## src/source/soc_regs_pkg.sv

```systemverilog
/*
 * misc register region definitions
 * word indices, the reload key and the flash-select sequencer counts
 */
`default_nettype none

package soc_regs_pkg;

	// word index, taken from address bits 6:2
	typedef enum logic [4:0] {
		reg_led       = 5'd0,
		reg_btn       = 5'd1,
		reg_soc_ver   = 5'd2,
		reg_cpu_no    = 5'd3,
		reg_flash_sel = 5'd13,
		reg_genio_in  = 5'd17,
		reg_genio_out = 5'd18,
		reg_genio_oe  = 5'd19,
		reg_genio_w2s = 5'd20,
		reg_genio_w2c = 5'd21
	} misc_reg_e;

	// ----------------------------------------
	// flash select and reload
	// ----------------------------------------
	// upper 24 bits of a flash-select write that arm the reload
	localparam logic [23:0] reload_key = 24'hd0f1a5;

	// count loaded on a flash-select write
	localparam logic [2:0] fsel_delay_start = 3'd7;

	// flash-select clock is high while the count is inside this window
	localparam logic [2:0] fsel_c_hi = 3'd5;
	localparam logic [2:0] fsel_c_lo = 3'd3;

endpackage

`default_nettype wire

```

## src/source/reload_seq.sv

```systemverilog
/*
 * flash select and FPGA reload sequencer
 * clocks the flash-select flop after a short delay, then pulls PROGRAMN
 */
`timescale 1ns/1ps
`default_nettype none

module reload_seq (
	input  wire logic clk48m,
	input  wire logic rst,
	input  wire logic fsel_write_i,
	input  wire logic reload_arm_i,
	output logic      fsel_c_o,
	output logic      programn_o
);
	import soc_regs_pkg::*;

	logic [2:0] count_q;
	logic       queued_q;
	logic       reload_q;

	// give fsel_d time to settle before the clock edge
	assign fsel_c_o = (count_q <= fsel_c_hi) && (count_q >= fsel_c_lo);
	assign programn_o = ~reload_q;

	always_ff @(posedge clk48m) begin
		if (rst) begin
			count_q <= '0;
			queued_q <= 1'b0;
			reload_q <= 1'b0;
		end else if (fsel_write_i) begin
			count_q <= fsel_delay_start;
			if (reload_arm_i)
				queued_q <= 1'b1;
		end else if (count_q != '0) begin
			count_q <= count_q - 1'b1;
			// stays low until reset
			if (count_q == 3'd1 && queued_q)
				reload_q <= 1'b1;
		end
	end

endmodule

`default_nettype wire

```

## config.mk

```make
export PLATFORM = sky130hd
export DESIGN_NAME = reload_seq
export DESIGN_NICKNAME = d
export VERILOG_FILES = /design/src/source/soc_regs_pkg.sv /design/src/source/reload_seq.sv
export SDC_FILE = /design/constraint.sdc
export NUM_CORES = 1
export LEC_CHECK = 0
export BUFFER_PORTS_ARGS = -buffer_cell sky130_fd_sc_hd__buf_2
export CAP_MARGIN = 5
export CELL_PAD_IN_SITES_DETAIL_PLACEMENT = 0
export CELL_PAD_IN_SITES_GLOBAL_PLACEMENT = 1
export CORE_AREA = 3 3 40 42
export DETAILED_ROUTE_END_ITERATION = 16
export DIE_AREA = 0 0 43 45
export PLACE_DENSITY_LB_ADDON = 0.1
export SLEW_MARGIN = 10
export SYNTH_ARGS = -nofsm -noshare
export SYNTH_HDL_FRONTEND = slang
export SYNTH_SLANG_ARGS = --single-unit
```

## constraint.sdc

```tcl
create_clock -name clk48m -period 2.34 [get_ports clk48m]
set_clock_uncertainty 0.15 [all_clocks]
set_input_delay 0 -clock clk48m [delete_from_list [all_inputs] [get_ports clk48m]]
set_output_delay 0 -clock clk48m [all_outputs]
set_load 0.01 [all_outputs]
```

## After elaboration in Yosys (flattened, before gate mapping)

Index checks and enable logic that the tools add are counted.

| storage, ports and cells | value |
|---|---|
| RAM bits | 0 |
| bits in registers | 5 |
| memory bits (read-only) | 0 |
| output and inout bits | 2 |
| input bits | 4 |
| bits in latches | 0 |
| memories kept | 0 |

| operators by class | value |
|---|---|
| multiplexer cells | 2 |
| div/mod/pow operators | 0 |
| shift operators | 0 |
| equality and inequality tests | 1 |
| multipliers | 0 |
| bitwise logic cells | 2 |
| order comparisons | 2 |
| add/sub/neg operators | 1 |
| reductions and logical operators | 6 |

Operators with widths:

| cell | count |
|---|---|
| $mux W3 | 2 |
| $eq A3 B1 Y1 const B | 1 |
| $ge A3 B2 Y1 const B | 1 |
| $le A3 B3 Y1 const B | 1 |
| $reduce_and A3 Y1 | 1 |
| $reduce_bool A3 Y1 | 1 |
| $sub A3 B1 Y3 const B | 1 |
| $logic_and A1 B1 Y1 | 2 |
| $not A1 Y1 | 2 |
| $reduce_and A2 Y1 | 1 |
| $reduce_bool A2 Y1 | 1 |

## Longest topological paths before layout

Gate-level depths: netlist of run 1.

| depth | value |
|---|---|
| depth in word-level cells | 3 |
| depth in mapped cells | 4 |

## Worst setup path before layout of run 1

OpenSTA, ideal clock, no wires.

| timing | value |
|---|---|
| path type | register -> register |
| start | register count_q[0] |
| end | register count_q[2] |
| data arrival time | 1.149 ns |
| path slack | 0.966 ns |
| period minus slack after synthesis | 1.374 ns |
| library setup time | 0.074 ns |
| path buffers | 0 |
| cell stages (with the launch flop) | 5 |
| cell sequence | dfxtp_1 > inv_1 > ha_1 > or3b_1 > a31oi_1 |

| between the ends | value |
|---|---|
| longest elaborated chain between the ends | 3 |
| elaborated cells between the ends (all ways) | 5 |

RTL lines:

| item | line | text |
|---|---|---|
| from (decl) | reload_seq.sv:18 | `logic [2:0] count_q;` |
| from (signal assigned) | reload_seq.sv:32 | `count_q <= fsel_delay_start;` |
| from (signal assigned) | reload_seq.sv:36 | `count_q <= count_q - 1'b1;` |
| $sub A3 B1 Y3 | reload_seq.sv:36 |  |
| $mux W3 | reload_seq.sv:35 | `end else if (count_q != '0) begin` |
| $mux W3 | reload_seq.sv:31 | `end else if (fsel_write_i) begin` |

Several ways; a longest one is shown, not always the timed one. The select of a mux whose other input is x is not followed.
A chain may end at the register's enable or synchronous reset.

## Worst setup path after layout of run 1

Same ends and word-level chain as after synthesis.

==> results of run 1 <==
[what timing repair did]
item                      4_1_cts  5_1_grt
hold endpoints to repair        5        0
buffers inserted                0        0
hold buffers                    5        0
[worst max-delay path, delay by kind of cell, from the launching register on]
| family | cells | cell delay [ns] |
|---|---|---|
| buf+inv | 2 | 0.64 |
| flops | 1 | 0.41 |
| simple gates | 1 | 0.35 |
| fa+ha+maj | 1 | 0.25 |
| compound gates | 1 | 0.15 |
[registers in the layout (all words and copies together), names as in the netlist]
name	cells
count_q	3
queued_q	1
reload_q	1
[metrics by stage]
step	util [%]	setup slack (ns)	instances	hold slack [ns]	power [mW]
final	31.1	0.333	58	0.324	0.254
after global placement	25.1	0.860	49	0.0785	0.149
after detailed placement	25.1	0.873	49	0.108	0.148
after CTS	31.1	0.327	58	0.335	0.258
after floorplan	-	0.966	29	-0.0806	0.131
after global routing	31.1	0.215	58	0.364	0.277
[routing by layer]
metal	vias up	wire (microns)
li1	132	-
met5	-	0
met4	0	0
met2	9	286
met3	0	58
met1	131	265
[logic make-up after synthesis]
family / after synthesis / synth area share [%]
flip-flops: 5 / 35.9
AO/OA/AOI/OAI: 7 / 16.6
buffers and inverters: 4 / 5.38
AND/OR/NAND/NOR: 9 / 24.2
adder cells (fa/ha/maj): 4 / 17.9
[path summary, 6_finish.rpt]
path / startpoint / end / slack (ns)
max: count_q[0] / count_q[2] / 0.33
max reg2reg: count_q[0] / count_q[2] / 0.33
min: reload_q / reload_q / 0.32
min reg2reg: reload_q / reload_q / 0.32
[layout make-up]
class	count	share of cell area (%)
Multi-Input combinational cell	20	41.1
Sequential cell	5	25.1
Timing Repair Buffer	10	18.8
Clock buffer	4	6.58
Tap cell	15	4.70
Inverter	4	3.76
[power by group through the flow]
stage	Combinational [mW]	Sequential [mW]	Clock, mW
floorplan	0.0304	0.101	0
global placement	0.0451	0.103	0
detailed placement	0.0443	0.104	0
CTS	0.0528	0.102	0.103
global route	0.0602	0.104	0.112
finish	0.0523	0.102	0.0998
[layout by cell type, fill, tap and decap left out]
cell type,count
dfxtp_1,5
dlygate4sd3_1,5
buf_2,5
inv_1,4
ha_1,4
or3b_1,3
clkbuf_4,3
a211oi_1,2
a21oi_1,2
nor4b_1,2
nand2b_1,1
nor2b_1,1
or2b_1,1
a31oi_1,1
nor2_1,1
o22ai_1,1
a311oi_1,1
clkbuf_1,1
==> key figures, run 1 <==
Clocking
  • Root Driver: clkbuf_4
  • Clock latency on the worst-skew pair: 0.24 ns
  • Bufs on Longest Clock Path: 2
  • TritonCTS Sinks: 5
  • Post-cts repair resize count: 0
  • CTS buffer count: 3
  • # H-tree levels: 1
  • CTS tree: yes
  • Reg clk slew, reported paths: 0.04 ns

Placement
  • Count of input and output buffers: 5
  • GP Congestion: 0.770
  • Detailed placement HPWL: roughly 450 microns
  • Placement Cell Area: 323 sq um

Die
  • Row count: 13
  • Die width: approximately 43 microns
  • DIE AREA: 0.00194 sq mm
  • Die Ht: approximately 45 microns
  • # IOs: 6
  • Starting Density: 21.7%
  • Core area: 0.00128 sq mm

Layout
  • # nets final: 52
  • Fill count: 141
  • Multi-input logic area: roughly 160 sq um
  • Layout cell share with drive strength beyond 1: 18.6%
  • Area Growth Syn to Fin: 43.0%
  • Reg area: approximately 100 sq um
  • Final Cell Area: between 300 and 400 sq um
  • # diodes: 0

Yosys
  • Post-Synthesis Cell Area: 279 sq um
  • Synth area leader: dfxtp_1
  • Post-synth net total: 37
  • Yosys reg bits: 5
  • Number of synthesized flops with an enable pin: 0
  • Asr flop ratio synth: 0%
  • Post-synth top area share: 35.9%
  • Synth area leaders: dfxtp_1 (36%), ha_1 (18%), or3b_1 (9.4%), nor4b_1 (6.3%), a211oi_1 (5.4%)
  • Top-count cell post-synth: dfxtp_1
  • Synth warn: 0
  • Register area share after synthesis: 35.9%
  • Syn Area/Cell: 9.62 sq um
  • Primary FF master, synth: dfxtp_1
  • Gate count of the mapped netlist: 29
  • Synth top cells by count: dfxtp_1 (5), ha_1 (4), inv_1 (4), or3b_1 (3)
  • Distinct cell type count after synthesis: 14

Pwr
  • P_int: 0.186 mW
  • Psw: around 0.07 mW
  • Clock power frac: 39.2%
  • Leak: 0.168 nW
  • Sequential power share: 40.2%
  • Switching part of the total: 26.8%
  • PD cells: 637 mW/mm^2
  • Worst vdd ir: 0.276 mV
  • Logic pwr share: 20.6%

Run status
  • Status: completed

Worst hold path
  • Hold crit path type: register to register
  • Hold Path Depth: 2

STA
  • Fmax: 498 MHz
  • Setup TNS: 0 ns
  • Unrepaired setup endpoints after global routing: false
  • Final setup fails: 0
  • Period utilization: 85.8%
  • Relative slew slack: a little over four fifths
  • Final hold violation count: 0
  • Slew Limit Fails: 0
  • Worst Max-Slew Pin Slew: 0.245 ns
  • Minimum clock period: roughly 2.0 ns

Job
  • Max-Cap Viols: 0

Worst setup path
  • Arr. time, crit path: between 2 and 2.5 ns
  • Critical Path Fanout Max: 6
  • Crit-path max cell delay: 0.55 ns
  • Critical Path Sink Type: register
  • Cells along the critical path: inv_1, ha_1, or3b_1, a31oi_1, dlygate4sd3_1
  • R2R cell count: 5
  • Worst setup SP type: register
  • Worst Path Required: 2.38 ns
  • Critical-path top delay cell: dlygate4sd3_1
  • Setup Crit Path Kind: register to register

GRT
  • GR Util met1: roughly 8.0%
  • Congestion Overflow GR: 0
  • Number of global-route vias before repair: 288
  • Met3 Usage GRT: 7.57%
  • Largest net degree at the start of global routing: 9
  • First-pass GRT wire length: 1090 microns
  • GR Util All Layers: 8.17%
  • Met2 Use GR: 11.4%
  • Initial antenna violation count: 0
  • Busiest layer in global routing: met2

Route
  • Vias per cell: 4.69
  • Per-cell routed wire length: roughly 11 microns
  • Vias: 272
  • Drt drc: 0
  • Post-route ant nets: 0
  • First-pass DRT Iterations: 4
  • DR iter-0 viols: 2
  • WL final: 610 microns
(Power assumes the default switching activity.)
==> run 2: changes to the inputs <==
BUFFER_PORTS_ARGS = -buffer_cell sky130_fd_sc_hd__buf_4   (was -buffer_cell sky130_fd_sc_hd__buf_2)
==> run 2 against run 1 <==
  * Final area up 0.63%
  * Via count down 7.0%
  * Highest routed layer unchanged
  * Critical endpoint unchanged
  * Routed wire length down 7.2%
  * Critical path type unchanged
==> key figures, run 2 (synthesis results as in run 1) <==
Worst setup path
  • Arr. time, crit path: 2.10 ns (+0.06 ns)
  • Critical Path Sink Type: register
  • R2R cell count: 5 (unchanged)
  • Setup Crit Path Kind: register to register
  • Crit path depth: 5 (unchanged)
  • Critical path origin: count_q[0]
  • Top cell family by delay on the critical path: buffers and inverters
  • Critical Path Fanout Max: 6 (unchanged)
  • Critical-path top delay cell: dlygate4sd3_1
  • Cells along the critical path: inv_1, ha_1, or3b_1, a31oi_1, dlygate4sd3_1
  • Crit-path max cell delay: 0.56 ns (about the same)
  • R2R setup slack: 0.28 ns (-0.05 ns)
  • Sum of buffers and inverters on the critical path: 2 (unchanged)
  • CP endpoint: count_q[2]
  • Worst flop-to-flop path endpoint: count_q[2]
  • Worst Path Required: 2.38 ns (about the same)
  • Worst setup SP type: register
  • Worst r2r src: count_q[0]

Die
  • Row count: 13 (unchanged)
  • Starting Density: 21.7% (unchanged)
  • Core area: 0.00128 sq mm (unchanged)
  • DIE AREA: 0.00194 sq mm (unchanged)
  • Die Ht: 45 microns (unchanged)
  • # IOs: 6 (unchanged)
  • Die width: 43 microns (unchanged)

Layout
  • # nets final: 51 (-1.9%)
  • Most frequent cells in the layout: dfxtp_1 (5), buf_4 (5), inv_1 (4), ha_1 (4), dlygate4sd3_1 (4)
  • Reg area: 100 sq um (unchanged)
  • Final Cell Area: 402 sq um (+0.63%)
  • Top reg by flops: count_q
  • # diodes: 0 (unchanged)
  • Multi-input logic area: 164 sq um (unchanged)
  • Fill count: 139 (-1.4%)
  • Area Growth Syn to Fin: 43.9%
  • Layout cell share with drive strength beyond 1: 19.0% (+0.44 points)
  • Max reg flops: 3 (unchanged)
  • Largest regs: count_q x3, queued_q x1, reload_q x1

Route
  • Drt drc: 0 (unchanged)
  • Per-cell routed wire length: 9.93 microns (-5.6%)
  • WL final: 566 microns (-7.2%)
  • First-pass DRT Iterations: 2 (-2)
  • Post-route ant nets: 0 (unchanged)
  • Vias per cell: 4.44 (-5.4%)
  • Vias: 253 (-7.0%)
  • DR iter-0 viols: 4 (+2)

STA
  • Fmax: 485 MHz (-2.6%)
  • Relative slew slack: 82.8% (-0.60 points)
  • Final setup fails: 0 (unchanged)
  • Unrepaired setup endpoints after global routing: false
  • Final hold violation count: 0 (unchanged)
  • Minimum clock period: 2.06 ns (+0.0537 ns)
  • PnR worst setup slack: 0.280 ns (-0.0537 ns)
  • Worst Max-Slew Pin Slew: 0.254 ns (+0.00893 ns)
  • Period utilization: 88.1% (+2.3 points)
  • Setup TNS: 0 ns (unchanged)
  • Slew Limit Fails: 0 (unchanged)

GRT
  • Congestion Overflow GR: 0 (unchanged)
  • Number of global-route vias before repair: 234 (-19%)
  • Largest net degree at the start of global routing: 9 (unchanged)
  • First-pass GRT wire length: 1080 microns (-1.3%)
  • GR Util All Layers: 7.76% (-0.42 points)
  • Initial antenna violation count: 0 (unchanged)

Clocking
  • Root Driver: clkbuf_4
  • Bufs on Longest Clock Path: 2 (unchanged)
  • # H-tree levels: 1 (unchanged)
  • CTS tree: yes
  • TritonCTS Sinks: 5 (unchanged)
  • Reg clk slew, reported paths: 0.05 ns (about the same)
  • CTS buffer count: 3 (unchanged)
  • Clock latency on the worst-skew pair: 0.25 ns (about the same)

Pwr
  • PD cells: 645 mW/mm^2 (+1.2%)
  • Worst vdd ir: 0.188 mV (-32%)
  • Clock power frac: 40.0% (+0.8 points)
  • Psw: 0.0712 mW (+4.4%)
  • Logic pwr share: 20.4% (-0.2 points)
  • Switching part of the total: 27.5% (+0.68 points)
  • Leak: 0.170 nW (+0.98%)
  • P_int: 0.188 mW (+0.88%)
  • Sequential power share: 39.6% (-0.6 points)

Placement
  • GP Congestion: 0.728 (-5.5%)
  • Placement Cell Area: 335 sq um (+3.9%)
  • Count of input and output buffers: 5 (unchanged)
  • Detailed placement HPWL: 411 microns (-9.0%)
  • Place WS: 0.836 ns (-0.0369 ns)

Job
  • Max-Cap Viols: 0 (unchanged)

Run status
  • Status: completed

Worst hold path
  • Hold crit path type: register to register
[run 2: through the flow]
step | util (%) | hold WS (ns) | cells | power, mW
detailed placement | 26.1 | 0.0652 | 49 | 0.151
floorplan | - | -0.0806 | 29 | 0.131
global route | 31.3 | 0.353 | 57 | 0.282
global placement | 26.1 | 0.0714 | 49 | 0.152
finish | 31.3 | 0.317 | 57 | 0.259
CTS | 31.3 | 0.324 | 57 | 0.264
[run 2: area by class of cell]
cell class	instances	share of cell area, %
multi-input cells	20	40.8
flip-flops and latches	5	24.9
repair buffers	9	19.3
clock buffers	4	6.54
well taps	15	4.67
inverters	4	3.74
[run 2: worst min path at each step]
| stage | from | to | slack, ns | depth (start not counted) |
|---|---|---|---|---|
| CTS | queued_q | queued_q | 0.32 | 2 |
| global placement | rst | count_q[2] | 0.07 | 2 |
| detailed placement | rst | count_q[2] | 0.07 | 2 |
| finish | queued_q | queued_q | 0.32 | 2 |
| floorplan | rst | count_q[2] | -0.08 | 1 |
| global route | rst | count_q[0] | 0.35 | 3 |
[run 2: timing repair]
action                                  4_1_cts  5_1_grt
hold endpoints to repair                      5        0
setup buffers                                 0        0
endpoints found under the setup margin        0        0
resized for setup                             0        0
hold buffers                                  4        0
[run 2: routing by layer]
layer	GRT usage [%]	vias to the layer above	share of wire, %
met2	9.58	9	41
met3	5.98	0	11
li1	-	131	-
met5	0	-	0
met1	10.4	113	48
met4	1.81	0	0
[run 2: power groups by stage]
| stage | Sequential [mW] | Combinational [mW] | Clock (mW) |
|---|---|---|---|
| finish | 0.102 | 0.0528 | 0.104 |
| global route | 0.104 | 0.0619 | 0.117 |
| CTS | 0.103 | 0.0533 | 0.108 |
| detailed placement | 0.104 | 0.0466 | 0 |
| global placement | 0.104 | 0.0475 | 0 |
| floorplan | 0.101 | 0.0304 | 0 |
[run 2: worst min-delay path, delay by kind of cell (launching register included)]
kind,cells,cell delay [ns]
AO/OA/AOI/OAI,1,0.04
flip-flops,1,0.32
AND/OR/NAND/NOR,1,0.07
==> run 3: changes to the inputs <==
CORE_AREA = 2 2 39 41   (was 3 3 40 42)
DIE_AREA = 0 0 41 43   (was 0 0 43 45)
==> run 3 against run 2 <==
  * Routed wire length increased by 4.6%
  * Clock power decreased by 6%
  * Combinational power increased by 4.5%
  * Sequential share of layout area decreased by 0.68 points
  * Via count decreased by 4.3%
  * Largest power group is now registers
  * Final area increased by 2.8%
  * Utilization decreased by 1.4 points
  * Die area decreased by 8.9%
  * Final cell count increased by 3.5%
  * Worst setup slack got worse by 0.015 ns
  * First-iteration DRC count decreased by 75%
  * Total power decreased by 1.2%
==> key figures, run 3 (synthesis results as in run 1) <==
Worst setup path
  • Worst setup SP type: register
  • Crit-path max cell delay: 0.56 ns (about the same)
  • Critical-path top delay cell: dlygate4sd3_1
  • Top cell family by delay on the critical path: buffers and inverters
  • Critical Path Sink Type: register
  • Cells along the critical path: inv_1, ha_1, or3b_1, a31oi_1, dlygate4sd3_1
  • Setup Crit Path Kind: register to register
  • Arr. time, crit path: 2.10 ns (about the same)
  • Critical Path Fanout Max: 6 (unchanged)
  • Worst Path Required: 2.37 ns (about the same)
  • Sum of buffers and inverters on the critical path: 2 (unchanged)

Route
  • Drt drc: 0 (unchanged)
  • DR iter-0 viols: 1 (-3)
  • WL final: 592 microns (+4.6%)
  • Post-route ant nets: 0 (unchanged)
  • Per-cell routed wire length: 10.0 microns (+1.0%)
  • First-pass DRT Iterations: 2 (unchanged)
  • Vias: 242 (-4.3%)
  • Vias per cell: 4.10 (-7.6%)

Placement
  • Placement Cell Area: 337 sq um (+0.37%)
  • Detailed placement HPWL: 420 microns (+2.2%)
  • Count of input and output buffers: 5 (unchanged)
  • GP Congestion: 0.675 (-7.2%)

GRT
  • First-pass GRT wire length: 841 microns (-22%)
  • Congestion Overflow GR: 0 (unchanged)
  • Largest net degree at the start of global routing: 9 (unchanged)
  • Initial antenna violation count: 0 (unchanged)
  • Number of global-route vias before repair: 211 (-9.8%)
  • GR Util All Layers: 8.23% (+0.48 points)

Die
  • Starting Density: 20.2% (-1.6 points)
  • Die width: 41 microns (-4.7%)
  • Die Ht: 43 microns (-4.4%)
  • Core area: 0.00138 sq mm (+7.7%)
  • DIE AREA: 0.00176 sq mm (-8.9%)
  • # IOs: 6 (unchanged)
  • Row count: 14 (+1)

STA
  • Minimum clock period: 2.08 ns (+0.0149 ns)
  • Slew Limit Fails: 0 (unchanged)
  • Worst Max-Slew Pin Slew: 0.265 ns (+0.0107 ns)
  • Fmax: 482 MHz (-0.72%)
  • WHS: 0.335 ns (+0.0185 ns)
  • Final setup fails: 0 (unchanged)
  • Final hold violation count: 0 (unchanged)
  • Setup TNS: 0 ns (unchanged)
  • Relative slew slack: 82.1% (-0.73 points)
  • Period utilization: 88.7% (+0.64 points)
  • Unrepaired setup endpoints after global routing: false

Layout
  • # nets final: 52 (+2.0%)
  • Layout cell share with drive strength beyond 1: 18.6% (-0.44 points)
  • Area Growth Syn to Fin: 48.0%
  • Fill count: 154 (+11%)
  • Final Cell Area: 413 sq um (+2.8%)
  • Max reg flops: 3 (unchanged)
  • Most frequent cells in the layout: dfxtp_1 (5), dlygate4sd3_1 (5), buf_4 (5)
  • Top reg by flops: count_q
  • # diodes: 0 (unchanged)
  • Largest regs: count_q x3, queued_q x1, reload_q x1

Clocking
  • Reg clk slew, reported paths: 0.04 ns (about the same)
  • Clock latency on the worst-skew pair: 0.24 ns (about the same)
  • # H-tree levels: 1 (unchanged)
  • Post-cts repair resize count: 0 (unchanged)
  • TritonCTS Sinks: 5 (unchanged)
  • CTS buffer count: 3 (unchanged)
  • Bufs on Longest Clock Path: 2 (unchanged)
  • Hold Buf Count CTS: 5 (+1)
  • Root Driver: clkbuf_4
  • CTS tree: yes
  • Post-CTS Setup Repair Bufs: 0 (unchanged)

Pwr
  • PD cells: 620 mW/mm^2 (-3.9%)
  • Worst vdd ir: 0.147 mV (-22%)
  • Leak: 0.174 nW (+2.1%)

Run status
  • Status: completed

Job
  • Max-Cap Viols: 0 (unchanged)

Worst hold path
  • Hold crit path type: register to register
-- run 3: cell count changes in the layout (fill, tap and decap cells not counted) --
| cell | delta |
|---|---|
| dlygate4sd3_1 | +1 |
-- run 3: tightest hold or removal path, stage by stage (launching register included) --
cell and delay, ns:
dfxtp_1 0.29, inv_1 0.06, o22ai_1 0.08
-- run 3: metrics by stage --
step / cells / setup WS (ns) / power (mW) / util (%)
2_1_floorplan: 29 / 0.966 / 0.131 / -
3_3_place_gp: 50 / 0.870 / 0.152 / 24.3
3_5_place_dp: 50 / 0.858 / 0.151 / 24.3
4_1_cts: 59 / 0.297 / 0.260 / 29.8
5_1_grt: 59 / 0.159 / 0.273 / 29.8
6_report: 59 / 0.265 / 0.256 / 29.8
-- run 3: report_power, final --
part           internal [mW]  switching [mW]  total (mW)  leakage (nW)
Sequential            0.0929         0.00998       0.103        0.0416
Combinational         0.0322          0.0230      0.0552         0.117
Clock                 0.0644          0.0335      0.0978        0.0150
-- run 3: cell type report --
cell class                 instances  area [sq um]  share of cell area [%]
multi-input combinational         20           164                    39.7
sequential                         5           100                    24.2
timing repair buffer              10          87.6                    21.2
clock buffer                       4          26.3                    6.36
tap                               16          20.0                    4.85
inverter                           4          15.0                    3.64
-- run 3: worst paths after layout --
path                            startpoint         end  slack [ns]  cells past startpoint
worst max-delay path            count_q[0]  count_q[2]        0.26                      5
worst min-delay path              reload_q    reload_q        0.34                      2
worst max register to register  count_q[0]  count_q[2]        0.26                      5
worst min register to register    reload_q    reload_q        0.34                      2
-- run 3: routing by layer --
| metal | global-route usage [%] | up-vias | wire length, microns |
|---|---|---|---|
| met1 | 9.65 | 105 | 294 |
| met4 | 10.0 | 0 | 0 |
| met3 | 4.71 | 0 | 38 |
| met5 | 0 | - | 0 |
| li1 | - | 131 | - |
| met2 | 8.75 | 6 | 259 |
